$ cat src/include/tracker_params.svh
`ifndef TRACKER_PARAMS_SVH
`define TRACKER_PARAMS_SVH

// horizontal count width, enough for a 1280 pixel line
`define H_WIDTH 11

// vertical count width, 720 lines
`define V_WIDTH 10

// coordinate sum width
// a full 1280x720 frame of hcount values stays below 2^31
`define SUM_WIDTH 32

// passing pixel count, a full frame is 921600 pixels
`define CNT_WIDTH 21

// inclusive chroma window, same bounds for Cr and Cb
`define CHROMA_LO 8'hA0
`define CHROMA_HI 8'hF0

// cycles from a pixel entering the converter to its converted value
`define CONV_LATENCY 3

// box colour drawn over the camera pixel
`define MARK_COLOR 24'hFFFFFF

`endif
$ cat src/design/tracker_pkg.sv
`default_nettype none

`include "tracker_params.svh"

package tracker_pkg;

  // screen coordinates as produced by the pixel source
  typedef logic [`H_WIDTH-1:0] hcount_t;
  typedef logic [`V_WIDTH-1:0] vcount_t;

  // raw camera pixel, 5 bits red, 6 green, 5 blue
  typedef logic [15:0] rgb565_t;

  // expanded pixel, red in the top byte
  typedef struct packed {
    logic [7:0] r;
    logic [7:0] g;
    logic [7:0] b;
  } rgb888_t;

  // Cr or Cb with the signed value offset by 128
  typedef logic [7:0] chroma_t;

  // which chroma channel a tracker watches
  typedef enum logic {
    CR = 1'b0,
    CB = 1'b1
  } chroma_sel_e;

  // centre of mass, valid marks a fresh result
  typedef struct packed {
    hcount_t x;
    vcount_t y;
    logic    valid;
  } centroid_t;

  // per frame accumulators
  typedef logic [`SUM_WIDTH-1:0] sum_t;
  typedef logic [`CNT_WIDTH-1:0] count_t;

endpackage

`default_nettype wire

$ cat src/design/chroma_stream_if.sv
`timescale 1ns/1ps
`default_nettype none

interface chroma_stream_if;

  // one converted pixel per cycle while valid is high
  logic                 valid;
  tracker_pkg::hcount_t hcount;
  tracker_pkg::vcount_t vcount;
  tracker_pkg::rgb888_t rgb;
  tracker_pkg::chroma_t cr;
  tracker_pkg::chroma_t cb;

  // converter side
  modport source (
    output valid, hcount, vcount, rgb, cr, cb
  );

  // trackers and overlay
  modport sink (
    input valid, hcount, vcount, rgb, cr, cb
  );

endinterface

`default_nettype wire

$ cat src/design/color_tracker_top.sv
`timescale 1ns/1ps
`default_nettype none

module color_tracker_top
  (
    input wire                       clk_pixel,
    input wire                       sys_rst_pixel,
    input wire                       pixel_valid_i,
    input wire tracker_pkg::hcount_t hcount_i,
    input wire tracker_pkg::vcount_t vcount_i,
    input wire tracker_pkg::rgb565_t pixel_i,
    input wire                       new_frame_i,
    output logic                     pixel_valid_o,
    output tracker_pkg::rgb888_t     pixel_o,
    output tracker_pkg::hcount_t     centroid_cr_x_o,
    output tracker_pkg::vcount_t     centroid_cr_y_o,
    output tracker_pkg::hcount_t     centroid_cb_x_o,
    output tracker_pkg::vcount_t     centroid_cb_y_o,
    output logic                     centroid_update_o
  );

  // converted stream shared by both trackers and the overlay
  chroma_stream_if stream ();

  tracker_pkg::centroid_t cr_centroid;
  tracker_pkg::centroid_t cb_centroid;
  tracker_pkg::centroid_t cr_pos;
  tracker_pkg::centroid_t cb_pos;

  ycrcb_convert convert (
    .clk_pixel     (clk_pixel),
    .sys_rst_pixel (sys_rst_pixel),
    .pixel_valid_i (pixel_valid_i),
    .hcount_i      (hcount_i),
    .vcount_i      (vcount_i),
    .pixel_i       (pixel_i),
    .stream_o      (stream)
  );

  // red target
  chroma_tracker #(.CHANNEL(tracker_pkg::CR)) track_cr (
    .clk_pixel     (clk_pixel),
    .sys_rst_pixel (sys_rst_pixel),
    .stream_i      (stream),
    .new_frame_i   (new_frame_i),
    .centroid_o    (cr_centroid)
  );

  // blue target
  chroma_tracker #(.CHANNEL(tracker_pkg::CB)) track_cb (
    .clk_pixel     (clk_pixel),
    .sys_rst_pixel (sys_rst_pixel),
    .stream_i      (stream),
    .new_frame_i   (new_frame_i),
    .centroid_o    (cb_centroid)
  );

  marker_overlay overlay (
    .clk_pixel         (clk_pixel),
    .sys_rst_pixel     (sys_rst_pixel),
    .stream_i          (stream),
    .cr_centroid_i     (cr_centroid),
    .cb_centroid_i     (cb_centroid),
    .pixel_valid_o     (pixel_valid_o),
    .pixel_o           (pixel_o),
    .cr_pos_o          (cr_pos),
    .cb_pos_o          (cb_pos),
    .centroid_update_o (centroid_update_o)
  );

  // held positions out to the pins
  assign centroid_cr_x_o = cr_pos.x;
  assign centroid_cr_y_o = cr_pos.y;
  assign centroid_cb_x_o = cb_pos.x;
  assign centroid_cb_y_o = cb_pos.y;

endmodule

`default_nettype wire

$ cat src/design/marker_overlay.sv
`timescale 1ns/1ps
`default_nettype none

`include "tracker_params.svh"

module marker_overlay
  (
    input wire                         clk_pixel,
    input wire                         sys_rst_pixel,
    chroma_stream_if.sink              stream_i,
    input wire tracker_pkg::centroid_t cr_centroid_i,
    input wire tracker_pkg::centroid_t cb_centroid_i,
    output logic                       pixel_valid_o,
    output tracker_pkg::rgb888_t       pixel_o,
    output tracker_pkg::centroid_t     cr_pos_o,
    output tracker_pkg::centroid_t     cb_pos_o,
    output logic                       centroid_update_o
  );

  // box corners sorted per axis
  tracker_pkg::hcount_t x_lo;
  tracker_pkg::hcount_t x_hi;
  tracker_pkg::vcount_t y_lo;
  tracker_pkg::vcount_t y_hi;
  logic                 in_box;

  // held centroids, the stored valid bit says the channel has reported
  always_ff @(posedge clk_pixel)
  begin
    if (sys_rst_pixel)
    begin
      cr_pos_o          <= '0;
      cb_pos_o          <= '0;
      centroid_update_o <= 1'b0;
    end
    else
    begin
      if (cr_centroid_i.valid)
        cr_pos_o <= cr_centroid_i;
      if (cb_centroid_i.valid)
        cb_pos_o <= cb_centroid_i;
      centroid_update_o <= cr_centroid_i.valid || cb_centroid_i.valid;
    end
  end

  always_comb
  begin
    // either centre may be the upper left corner
    x_lo = (cr_pos_o.x < cb_pos_o.x) ? cr_pos_o.x : cb_pos_o.x;
    x_hi = (cr_pos_o.x < cb_pos_o.x) ? cb_pos_o.x : cr_pos_o.x;
    y_lo = (cr_pos_o.y < cb_pos_o.y) ? cr_pos_o.y : cb_pos_o.y;
    y_hi = (cr_pos_o.y < cb_pos_o.y) ? cb_pos_o.y : cr_pos_o.y;
    // filled box, edges included, only once both channels exist
    in_box = cr_pos_o.valid && cb_pos_o.valid
             && (stream_i.hcount >= x_lo) && (stream_i.hcount <= x_hi)
             && (stream_i.vcount >= y_lo) && (stream_i.vcount <= y_hi);
  end

  always_ff @(posedge clk_pixel)
  begin
    if (sys_rst_pixel)
    begin
      pixel_valid_o <= 1'b0;
    end
    else
    begin
      pixel_valid_o <= stream_i.valid;
    end
  end

  // camera pixel unless it falls in the box
  always_ff @(posedge clk_pixel)
  begin
    pixel_o <= in_box ? tracker_pkg::rgb888_t'(`MARK_COLOR) : stream_i.rgb;
  end

endmodule

`default_nettype wire

$ cat src/design/chroma_tracker.sv
`timescale 1ns/1ps
`default_nettype none

`include "tracker_params.svh"

module chroma_tracker
  #(
    parameter tracker_pkg::chroma_sel_e CHANNEL = tracker_pkg::CR
  )
  (
    input wire                      clk_pixel,
    input wire                      sys_rst_pixel,
    chroma_stream_if.sink           stream_i,
    input wire                      new_frame_i,
    output tracker_pkg::centroid_t  centroid_o
  );

  localparam int LAT = `CONV_LATENCY;

  tracker_pkg::chroma_t chroma;
  logic                 hit;

  // strobe delayed to the stream so in-flight pixels land in their own frame
  logic [LAT-1:0] frame_d;
  logic           frame_end;

  tracker_pkg::sum_t   sum_x;
  tracker_pkg::sum_t   sum_y;
  tracker_pkg::count_t count;

  logic start;
  logic busy_x;
  logic busy_y;
  logic done_x;
  logic done_y;
  logic report;

  tracker_pkg::hcount_t mean_x;
  tracker_pkg::vcount_t mean_y;

  // pick the channel and test the window, bounds inclusive
  assign chroma = (CHANNEL == tracker_pkg::CR) ? stream_i.cr : stream_i.cb;
  assign hit    = stream_i.valid && (chroma >= `CHROMA_LO) && (chroma <= `CHROMA_HI);

  assign frame_end = frame_d[LAT-1];

  // empty frames and frames that arrive mid division are skipped
  assign start = frame_end && (count != '0) && !busy_x && !busy_y;

  always_ff @(posedge clk_pixel)
  begin
    if (sys_rst_pixel)
    begin
      frame_d <= '0;
    end
    else
    begin
      frame_d <= {frame_d[LAT-2:0], new_frame_i};
    end
  end

  // accumulators restart on every frame boundary
  always_ff @(posedge clk_pixel)
  begin
    if (sys_rst_pixel || frame_end)
    begin
      sum_x <= '0;
      sum_y <= '0;
      count <= '0;
    end
    else if (hit)
    begin
      sum_x <= sum_x + stream_i.hcount;
      sum_y <= sum_y + stream_i.vcount;
      count <= count + 1'b1;
    end
  end

  centroid_divider #(
    .quot_t(tracker_pkg::hcount_t)
  ) div_x (
    .clk_pixel     (clk_pixel),
    .sys_rst_pixel (sys_rst_pixel),
    .start_i       (start),
    .dividend_i    (sum_x),
    .divisor_i     (count),
    .quotient_o    (mean_x),
    .busy_o        (busy_x),
    .done_o        (done_x)
  );

  centroid_divider #(
    .quot_t(tracker_pkg::vcount_t)
  ) div_y (
    .clk_pixel     (clk_pixel),
    .sys_rst_pixel (sys_rst_pixel),
    .start_i       (start),
    .dividend_i    (sum_y),
    .divisor_i     (count),
    .quotient_o    (mean_y),
    .busy_o        (busy_y),
    .done_o        (done_y)
  );

  // both dividers start together and run the same number of steps
  assign report = done_x && done_y;

  // quotients hold until the next start, so the struct is stable at the pulse
  assign centroid_o = '{x: mean_x, y: mean_y, valid: report};

endmodule

`default_nettype wire

$ cat src/design/centroid_divider.sv
`timescale 1ns/1ps
`default_nettype none

`include "tracker_params.svh"

module centroid_divider
  #(
    parameter type quot_t = tracker_pkg::hcount_t
  )
  (
    input wire                      clk_pixel,
    input wire                      sys_rst_pixel,
    input wire                      start_i,
    input wire tracker_pkg::sum_t   dividend_i,
    input wire tracker_pkg::count_t divisor_i,
    output quot_t                   quotient_o,
    output logic                    busy_o,
    output logic                    done_o
  );

  localparam int SW     = `SUM_WIDTH;
  localparam int CW     = `CNT_WIDTH;
  localparam int STEP_W = $clog2(SW);
  localparam logic [STEP_W-1:0] LAST_STEP = STEP_W'(SW - 1);

  // dividend shifts out the top while quotient bits shift in at the bottom
  tracker_pkg::sum_t   quo;
  tracker_pkg::count_t rem;
  tracker_pkg::count_t div;
  logic [STEP_W-1:0]   step;

  logic [CW:0] trial;
  logic [CW:0] diff;
  logic        fits;

  // restoring step, remainder stays below the divisor
  always_comb
  begin
    trial = {rem, quo[SW-1]};
    diff  = trial - {1'b0, div};
    fits  = trial >= {1'b0, div};
  end

  // sequencing, one quotient bit per cycle
  always_ff @(posedge clk_pixel)
  begin
    if (sys_rst_pixel)
    begin
      busy_o <= 1'b0;
      done_o <= 1'b0;
      step   <= '0;
    end
    else
    begin
      done_o <= 1'b0;
      if (start_i)
      begin
        busy_o <= 1'b1;
        step   <= '0;
      end
      else if (busy_o)
      begin
        step <= step + 1'b1;
        if (step == LAST_STEP)
        begin
          busy_o <= 1'b0;
          done_o <= 1'b1;
        end
      end
    end
  end

  always_ff @(posedge clk_pixel)
  begin
    if (start_i)
    begin
      quo <= dividend_i;
      rem <= '0;
      div <= divisor_i;
    end
    else if (busy_o)
    begin
      quo <= {quo[SW-2:0], fits};
      rem <= fits ? diff[CW-1:0] : trial[CW-1:0];
    end
  end

  // a mean never exceeds the largest coordinate, low bits are enough
  assign quotient_o = quot_t'(quo);

endmodule

`default_nettype wire

$ cat src/design/ycrcb_convert.sv
`timescale 1ns/1ps
`default_nettype none

`include "tracker_params.svh"

module ycrcb_convert
  (
    input wire                       clk_pixel,
    input wire                       sys_rst_pixel,
    input wire                       pixel_valid_i,
    input wire tracker_pkg::hcount_t hcount_i,
    input wire tracker_pkg::vcount_t vcount_i,
    input wire tracker_pkg::rgb565_t pixel_i,
    chroma_stream_if.source          stream_o
  );

  localparam int DEPTH = `CONV_LATENCY;

  // side band delay line, one entry per arithmetic stage
  logic                 valid_d  [DEPTH];
  tracker_pkg::hcount_t hcount_d [DEPTH];
  tracker_pkg::vcount_t vcount_d [DEPTH];

  // colour follows the arithmetic stage by stage
  tracker_pkg::rgb888_t rgb_s1;
  tracker_pkg::rgb888_t rgb_s2;
  tracker_pkg::rgb888_t rgb_s3;

  // weighted sums, worst case magnitude 112*255 fits in 18 bits signed
  logic signed [17:0] cr_acc;
  logic signed [17:0] cb_acc;
  tracker_pkg::chroma_t cr_s3;
  tracker_pkg::chroma_t cb_s3;

  // valid is the only control bit here
  always_ff @(posedge clk_pixel)
  begin
    if (sys_rst_pixel)
    begin
      for (int i = 0; i < DEPTH; i++)
      begin
        valid_d[i] <= 1'b0;
      end
    end
    else
    begin
      valid_d[0] <= pixel_valid_i;
      for (int i = 1; i < DEPTH; i++)
      begin
        valid_d[i] <= valid_d[i-1];
      end
    end
  end

  // coordinates ride along with the pixel
  always_ff @(posedge clk_pixel)
  begin
    hcount_d[0] <= hcount_i;
    vcount_d[0] <= vcount_i;
    for (int i = 1; i < DEPTH; i++)
    begin
      hcount_d[i] <= hcount_d[i-1];
      vcount_d[i] <= vcount_d[i-1];
    end
  end

  always_ff @(posedge clk_pixel)
  begin
    // stage 1: widen 565 by padding the low bits with zeros
    rgb_s1.r <= {pixel_i[15:11], 3'b000};
    rgb_s1.g <= {pixel_i[10:5], 2'b00};
    rgb_s1.b <= {pixel_i[4:0], 3'b000};
    // stage 2: weighted sums, channels treated as unsigned
    cr_acc <= 18'sd112 * $signed({1'b0, rgb_s1.r})
              - 18'sd94 * $signed({1'b0, rgb_s1.g})
              - 18'sd18 * $signed({1'b0, rgb_s1.b});
    cb_acc <= 18'sd112 * $signed({1'b0, rgb_s1.b})
              - 18'sd38 * $signed({1'b0, rgb_s1.r})
              - 18'sd74 * $signed({1'b0, rgb_s1.g});
    rgb_s2 <= rgb_s1;
    // stage 3: scale down, keep 8 bits and move zero to 128
    cr_s3  <= tracker_pkg::chroma_t'(cr_acc >>> 8) + 8'd128;
    cb_s3  <= tracker_pkg::chroma_t'(cb_acc >>> 8) + 8'd128;
    rgb_s3 <= rgb_s2;
  end

  assign stream_o.valid  = valid_d[DEPTH-1];
  assign stream_o.hcount = hcount_d[DEPTH-1];
  assign stream_o.vcount = vcount_d[DEPTH-1];
  assign stream_o.rgb    = rgb_s3;
  assign stream_o.cr     = cr_s3;
  assign stream_o.cb     = cb_s3;

endmodule

`default_nettype wire

$ cat config.mk
export PLATFORM = sky130hd
export DESIGN_NAME = color_tracker_top
export DESIGN_NICKNAME = d
export VERILOG_FILES = /design/src/design/tracker_pkg.sv /design/src/design/chroma_stream_if.sv /design/src/design/color_tracker_top.sv /design/src/design/marker_overlay.sv /design/src/design/chroma_tracker.sv /design/src/design/centroid_divider.sv /design/src/design/ycrcb_convert.sv
export VERILOG_INCLUDE_DIRS = /design/src /design/src/include
export SDC_FILE = /design/constraint.sdc
export NUM_CORES = 2
export LEC_CHECK = 0
export ABC_AREA = 0
export BUFFER_PORTS_ARGS = -buffer_cell sky130_fd_sc_hd__buf_2
export CAP_MARGIN = 20
export CORE_UTILIZATION = 40
export CTS_BUF_LIST = sky130_fd_sc_hd__clkbuf_2 sky130_fd_sc_hd__clkbuf_4 sky130_fd_sc_hd__clkbuf_8
export DETAILED_ROUTE_END_ITERATION = 10
export HOLD_SLACK_MARGIN = 0.08
export PLACE_DENSITY_LB_ADDON = 0.05
export SKIP_LAST_GASP = 1
export SYNTH_ARGS = -nofsm -noshare
export SYNTH_HDL_FRONTEND = slang
export SYNTH_SLANG_ARGS = --single-unit
export TNS_END_PERCENT = 10
$ cat constraint.sdc
create_clock -name clk_pixel -period 5.9 [get_ports clk_pixel]
set_input_delay 1.18 -clock clk_pixel [delete_from_list [all_inputs] [get_ports clk_pixel]]
set_output_delay 1.18 -clock clk_pixel [all_outputs]
set_load 0.01 [all_outputs]
======== After elaboration in Yosys (flattened, before gate mapping) ========
Memory sizes are Yosys's and may differ from the RTL's.
Cells that the tools add are included.
word-level totals
  register bits after elaboration ......... 624
  bits in latches ......................... 0
  bits in writable memories ............... 66
  ROM bits ................................ 0
  input port bits ......................... 41
  output and inout bits ................... 68
  logic and storage cells ................. 182
  memories ................................ 3
cells by class
  $add $sub $neg .......................... 20
  multiply operators ...................... 6
  div/mod/pow operators ................... 0
  magnitude comparators ................... 14
  equality and inequality tests ........... 4
  shift operators ......................... 0
  muxes and demuxes ....................... 38
  bitwise logic cells ..................... 7
  reduce and logical (&&, ||, !) cells .... 36
memory list
  name              words  bits a word  read ports  clocked after memory_dff  wr ports  RTL line             text
  convert.hcount_d  3      11           3           0                         3         ycrcb_convert.sv:21  tracker_pkg::hcount_t hcount_d [DEPTH];
  convert.vcount_d  3      10           3           0                         3         ycrcb_convert.sv:22  tracker_pkg::vcount_t vcount_d [DEPTH];
  convert.valid_d   3      1            3           0                         3         ycrcb_convert.sv:20  logic valid_d [DEPTH];
operators with widths
  cell                                              count
  two-way mux 32 bit                                8
  >= comparator 22 x 21 -> 1 bit                    4
  two-way mux 21 bit                                4
  subtractor 21 bit                                 4
  adder 32 x 10 -> 32 bit                           2
  adder 32 x 11 -> 32 bit                           2
  subtractor 16 bit                                 3
  adder 21 x 1 -> 21 bit, second input constant     2
  nonzero test 21 bit                               2
  multiplier 6 x 6 -> 12 bit, first input constant  2
  two-way mux 1 bit                                 22
  two-way mux 11 bit                                2
  adder 5 x 1 -> 5 bit, second input constant       4
  == test 5 bit, second input constant              4
  two-way mux 10 bit                                2
  logical AND 1 bit                                 17
  adder 8 bit, second input constant                2
  >= comparator 8 bit, second input constant        2
  <= comparator 8 bit, second input constant        2
  multiplier 3 x 5 -> 8 bit, first input constant   2
  subtractor 16 x 14 -> 16 bit                      1
  OR reduction 3 bit                                4
  >= comparator 11 bit                              1
  <= comparator 11 bit                              1
  other kinds (12)                                  26

======== Depth between registers and ports, before layout ========
  depth after elaboration ................. 7
  depth in mapped cells ................... 23
  mapped depth without buffers ............ 23

======== Modules after synthesis ========
Synthesis repeated with hierarchy kept, for this count alone.
unflattened totals
  cells, all modules ...................... 3862
  area total of the unflattened synthesis .. 38836.0 µm²
by module, submodules not included
  module                             times used  cells an instance  area an instance (µm²)  sequential area each (µm²)
  ycrcb_convert                      1           609                6862.8                  2922.8
  chroma_tracker (track_cr)          1           631                5107.4                  1761.7
  chroma_tracker (track_cb)          1           571                4682.0                  1761.7
  centroid_divider (track_cr.div_x)  1           407                4473.0                  2152.1
  centroid_divider (track_cr.div_y)  1           406                4465.5                  2152.1
  centroid_divider (track_cb.div_y)  1           398                4441.8                  2152.1
  centroid_divider (track_cb.div_x)  1           400                4406.7                  2152.1
  marker_overlay                     1           440                4396.7                  1401.3

======== Worst setup path before layout ========
OpenSTA, ideal clock, no wires.
  path kind ............................... register to register
  from .................................... register convert.rgb_s1[13] (netlist bit)
  to ...................................... register convert.cr_acc[14]
  library setup time ...................... 72 ps
  arrival time ............................ 4842 ps
  data required time ...................... 5828 ps
  path slack .............................. 986 ps
  cell stages (with the launch flop) ...... 18
  buffers on the path ..................... 0
  clock period less this slack ............ 4914 ps
  path through ............................ dfxtp_1 > inv_1 > fa_1 > fa_1 > fa_1 > inv_1 > ha_1 > a21oi_1 > o21ai_0 > a21oi_1 > xnor2_1 > fa_1 > inv_1 > ha_1 > or4_1 > a31o_2 > a21oi_1 > xnor2_1
on the way
  cells in the longest elaborated chain, start to end .. 3
ends and longest elaborated chain
  element                       RTL line             text
  start, declared               ycrcb_convert.sv:25  tracker_pkg::rgb888_t rgb_s1;
  multiplier 6 x 6 -> 12 bit    ycrcb_convert.sv:75  - 18'sd94 * $signed({1'b0, rgb_s1.g})
  subtractor 16 bit             ycrcb_convert.sv:75
  subtractor 16 x 14 -> 16 bit  ycrcb_convert.sv:76  - 18'sd18 * $signed({1'b0, rgb_s1.b});
  end signal, assigned          ycrcb_convert.sv:74  cr_acc <= 18'sd112 * $signed({1'b0, rgb_s1.r})
  end, declared                 ycrcb_convert.sv:30  logic signed [17:0] cr_acc;
Every way passes these cells.
A chain may end at the register's enable or synchronous reset.

======== Worst setup path after layout ========
  from .................................... register convert.rgb_s1[13] (netlist bit)
  to ...................................... register convert.cr_acc[15]
The elaborated chain is that of the path after synthesis.

==> reports/qor.yml <==
logic_synthesis:
  synth_top_area_share_pct: 28.41
  synth_edf_count: 170
  ys_warn_count: 0
  yosysMostFrequentCell: "nand2_1"
  synth.net_count: 4131
  ys_types: 74
  synth_area_um2: 34810
  syn-instance-count: 3737
  syn_avg_cell_area_um2: 9.316
  synth_common_cells: "nand2_1, dfxtp_1, ha_1"
  synth_top_area_cell: "dfxtp_1"
  synth-async-reset-ratio_pct: 0
  synth-seq-area-share_pct: 43.07
  synth-main-ff-cell: "dfxtp_1"
  synthTopCellsByArea: "dfxtp_1, edfxtp_1, ha_1, nand2_1, a21oi_1"
  synth-seq-cells: 664
grt:
  grt_pass1_vias: 25990
  grt_remaining_overflow: 0
  grt.total_usage_pct: 19.82
  antenna_found_initial: 1
  grt_first_pass_wirelength_mm: 141.1
  grt_max_degree: 82
min_path:
  hp-class: "reg2reg"
  hp-start: "convert.vcount_d[0][8]"
layout:
  fin_cells: 5070
  drive_above_1_share_pct: 11.44
  nets: 4218
  area_delta_synth_final_pct: 11.70
  fillCellCount: 8355
sta:
  slew_headroom_pct: 27.42
  rsz0062_at_grt: "no"
  fin_tns_setup_ns: 0
  fin_worst_skew_ns: 0.03907
  period_minus_slack_ns: 5.384
  setup_viol: 0
  hold_viol_final: 0
  tightestPinTransition_ns: 1.089
  timing.fmax_ghz: 0.1857
  drv_slew: 0
  post-route-period-util_pct: 91.25
worst_setup_path:
  path_class: "reg2reg"
  r2r-start: "convert.rgb_s1[13]"
  start_kind: "flip-flop"
  cp-end-kind: "flip-flop"
  critPathLaunch: "convert.rgb_s1[13]"
  crit_arrival_ns: 6.04
  path_max_fanout: 7
  critPathRequiredTime_ns: 6.55
route:
  vias_per_cell: 5.129
  routedWlPerCell_um: 17.31
  vias: 26010
  wl_mm: 87.79
  drc: 0
  first_pass_iters: 5
  detail_route.iter0.violations: 1417
  final_antenna_net_count: 0
floorplan:
  fp.dieH_um: 297.0
  die_x_um: 297.0
  core_area_um2: 85680
  ioPinCount: 109
  dieArea_um2: 88220
  initial_core_util_pct: 40.63
  rows: 107
cts:
  clk_pin_slew_ns: 0.06
  cts_hold_buf: 0
  cts_tree: "yes"
  worstSkewPairLatency_ns: 0.77
  htreeDepth: 3
  root_buffer: "clkbuf_8"
  cts_made_buffers: 116
  cts_post_setup_buffers_inserted: 0
  ctsResizeCount: 0
  cts_max_path_buffers: 3
  cts.sinks: 664
power:
  powerDensity_nw_per_um2: 333.8
  ir_worst_vdd_mv: 0.2086
  power_leakage_nw: 16.76
placement:
  placed_cells: 4850
  portBuffers: 108
  gp_congestion: 0.8685
  hpwl_mm: 62.73
run:
  maxCapViolCount: 0
run_status:
  status: "finished, final reports clean"
==> final cells by class <==
class / instances / area, um^2 / area share (%)
Sequential cell: 664 / 14990 / 38.56
Antenna cell: 1 / 2.502 / 0.006435
Timing Repair Buffer: 141 / 788.3 / 2.027
Multi-Input combinational cell: 2673 / 18190 / 46.79
Clock buffer: 189 / 2270 / 5.837
Inverter: 228 / 855.8 / 2.201
Clock inverter: 30 / 350.3 / 0.9009
Tap cell: 1144 / 1431 / 3.681
==> flip-flops by register name (all words and copies together), names as in the netlist, 30 cells and up <==
signal / flops
convert.hcount_d: 33
track_cb.div_x.quo: 32
track_cb.div_y.quo: 32
track_cb.sum_x: 32
track_cb.sum_y: 32
track_cr.div_x.quo: 32
track_cr.div_y.quo: 32
track_cr.sum_x: 32
track_cr.sum_y: 32
convert.vcount_d: 30
==> stage by stage <==
stage | total power [W] | cell area (um^2) | setup slack, ns | hold WS [ns] | util, %
4_1_cts | 0.01316 | 38880 | 0.5068 | 0.3040 | 45.38
2_1_floorplan | 0.007666 | 34810 | 0.9860 | 0.3096 | -
3_3_place_gp | 0.008295 | 36260 | 0.6236 | 0.3099 | 42.32
5_1_grt | 0.01382 | 38890 | 0.1977 | 0.3167 | 45.38
3_5_place_dp | 0.008352 | 36260 | 0.5214 | 0.3121 | 42.32
6_report | 0.01298 | 38890 | 0.5164 | 0.3130 | 45.38
==> cell families (layout without fill, tap and decap cells) <==
group,Yosys count,count (layout),synth area share (%)
buffers and inverters,400,588,4.856
AND/OR/NAND/NOR,1264,1264,16.42
multiplexers,127,127,3.831
adder cells (fa/ha/maj),353,353,13.64
other,0,1,0
AO/OA/AOI/OAI,685,685,12.05
flip-flops,664,664,43.07
XOR/XNOR,244,244,6.139
==> where the power goes <==
group          internal, W  switching, W
sequential         0.00498      0.000203
combinational      0.00138       0.00171
clock              0.00271       0.00200
==> worst paths after layout <==
| kind | slack [ns] | cells after the start | end |
|---|---|---|---|
| worst max-delay path | 0.52 | 17 | convert.cr_acc[15] |
| worst min-delay path | 0.31 | 0 | convert.vcount_d[0][18] |
| worst max register to register | 0.52 | 17 | convert.cr_acc[15] |
| worst min register to register | 0.31 | 0 | convert.vcount_d[0][18] |
==> layout by cell type, fill, tap and decap left out, types with 33 or more instances in the layout <==
master and count:
fa_1 44, nand2_1 596, o21ai_0 155, a21o_1 70, nor2b_1 39, mux2i_1 77
and3_1 43, clkbuf_4 53, mux2_2 49, nand2b_1 36, buf_2 108, nor3_1 35
a21oi_1 251, buf_4 33, ha_1 309, xor2_1 140, o21a_1 36, edfxtp_1 170
xnor2_1 104, nor2_1 255, clkbuf_8 136, o211ai_1 35, nand3_1 84, nand4_1 42
inv_1 226, dfxtp_1 494
==> critical path: stages (launching register included) <==
cell and delay [ns]:
dfxtp_1 0.50, inv_1 0.15, fa_1 0.60, fa_1 0.46, fa_1 0.54, inv_1 0.04
ha_1 0.33, a21oi_1 0.22, xnor2_1 0.12, fa_1 0.54, inv_1 0.04, ha_1 0.23
a2111oi_0 0.40, o21bai_1 0.21, a21o_1 0.22, a2111oi_0 0.43, a21oi_1 0.11, xnor2_1 0.14
==> layer usage <==
metal	vias to the layer above	GRT usage, %	share of wire [%]
li1	13030	-	-
met1	12340	26.87	48
met2	478	31.59	44
met3	156	3.725	4.7
met4	0	6.701	2.9
met5	-	0	0
(Power assumes the default switching activity.)
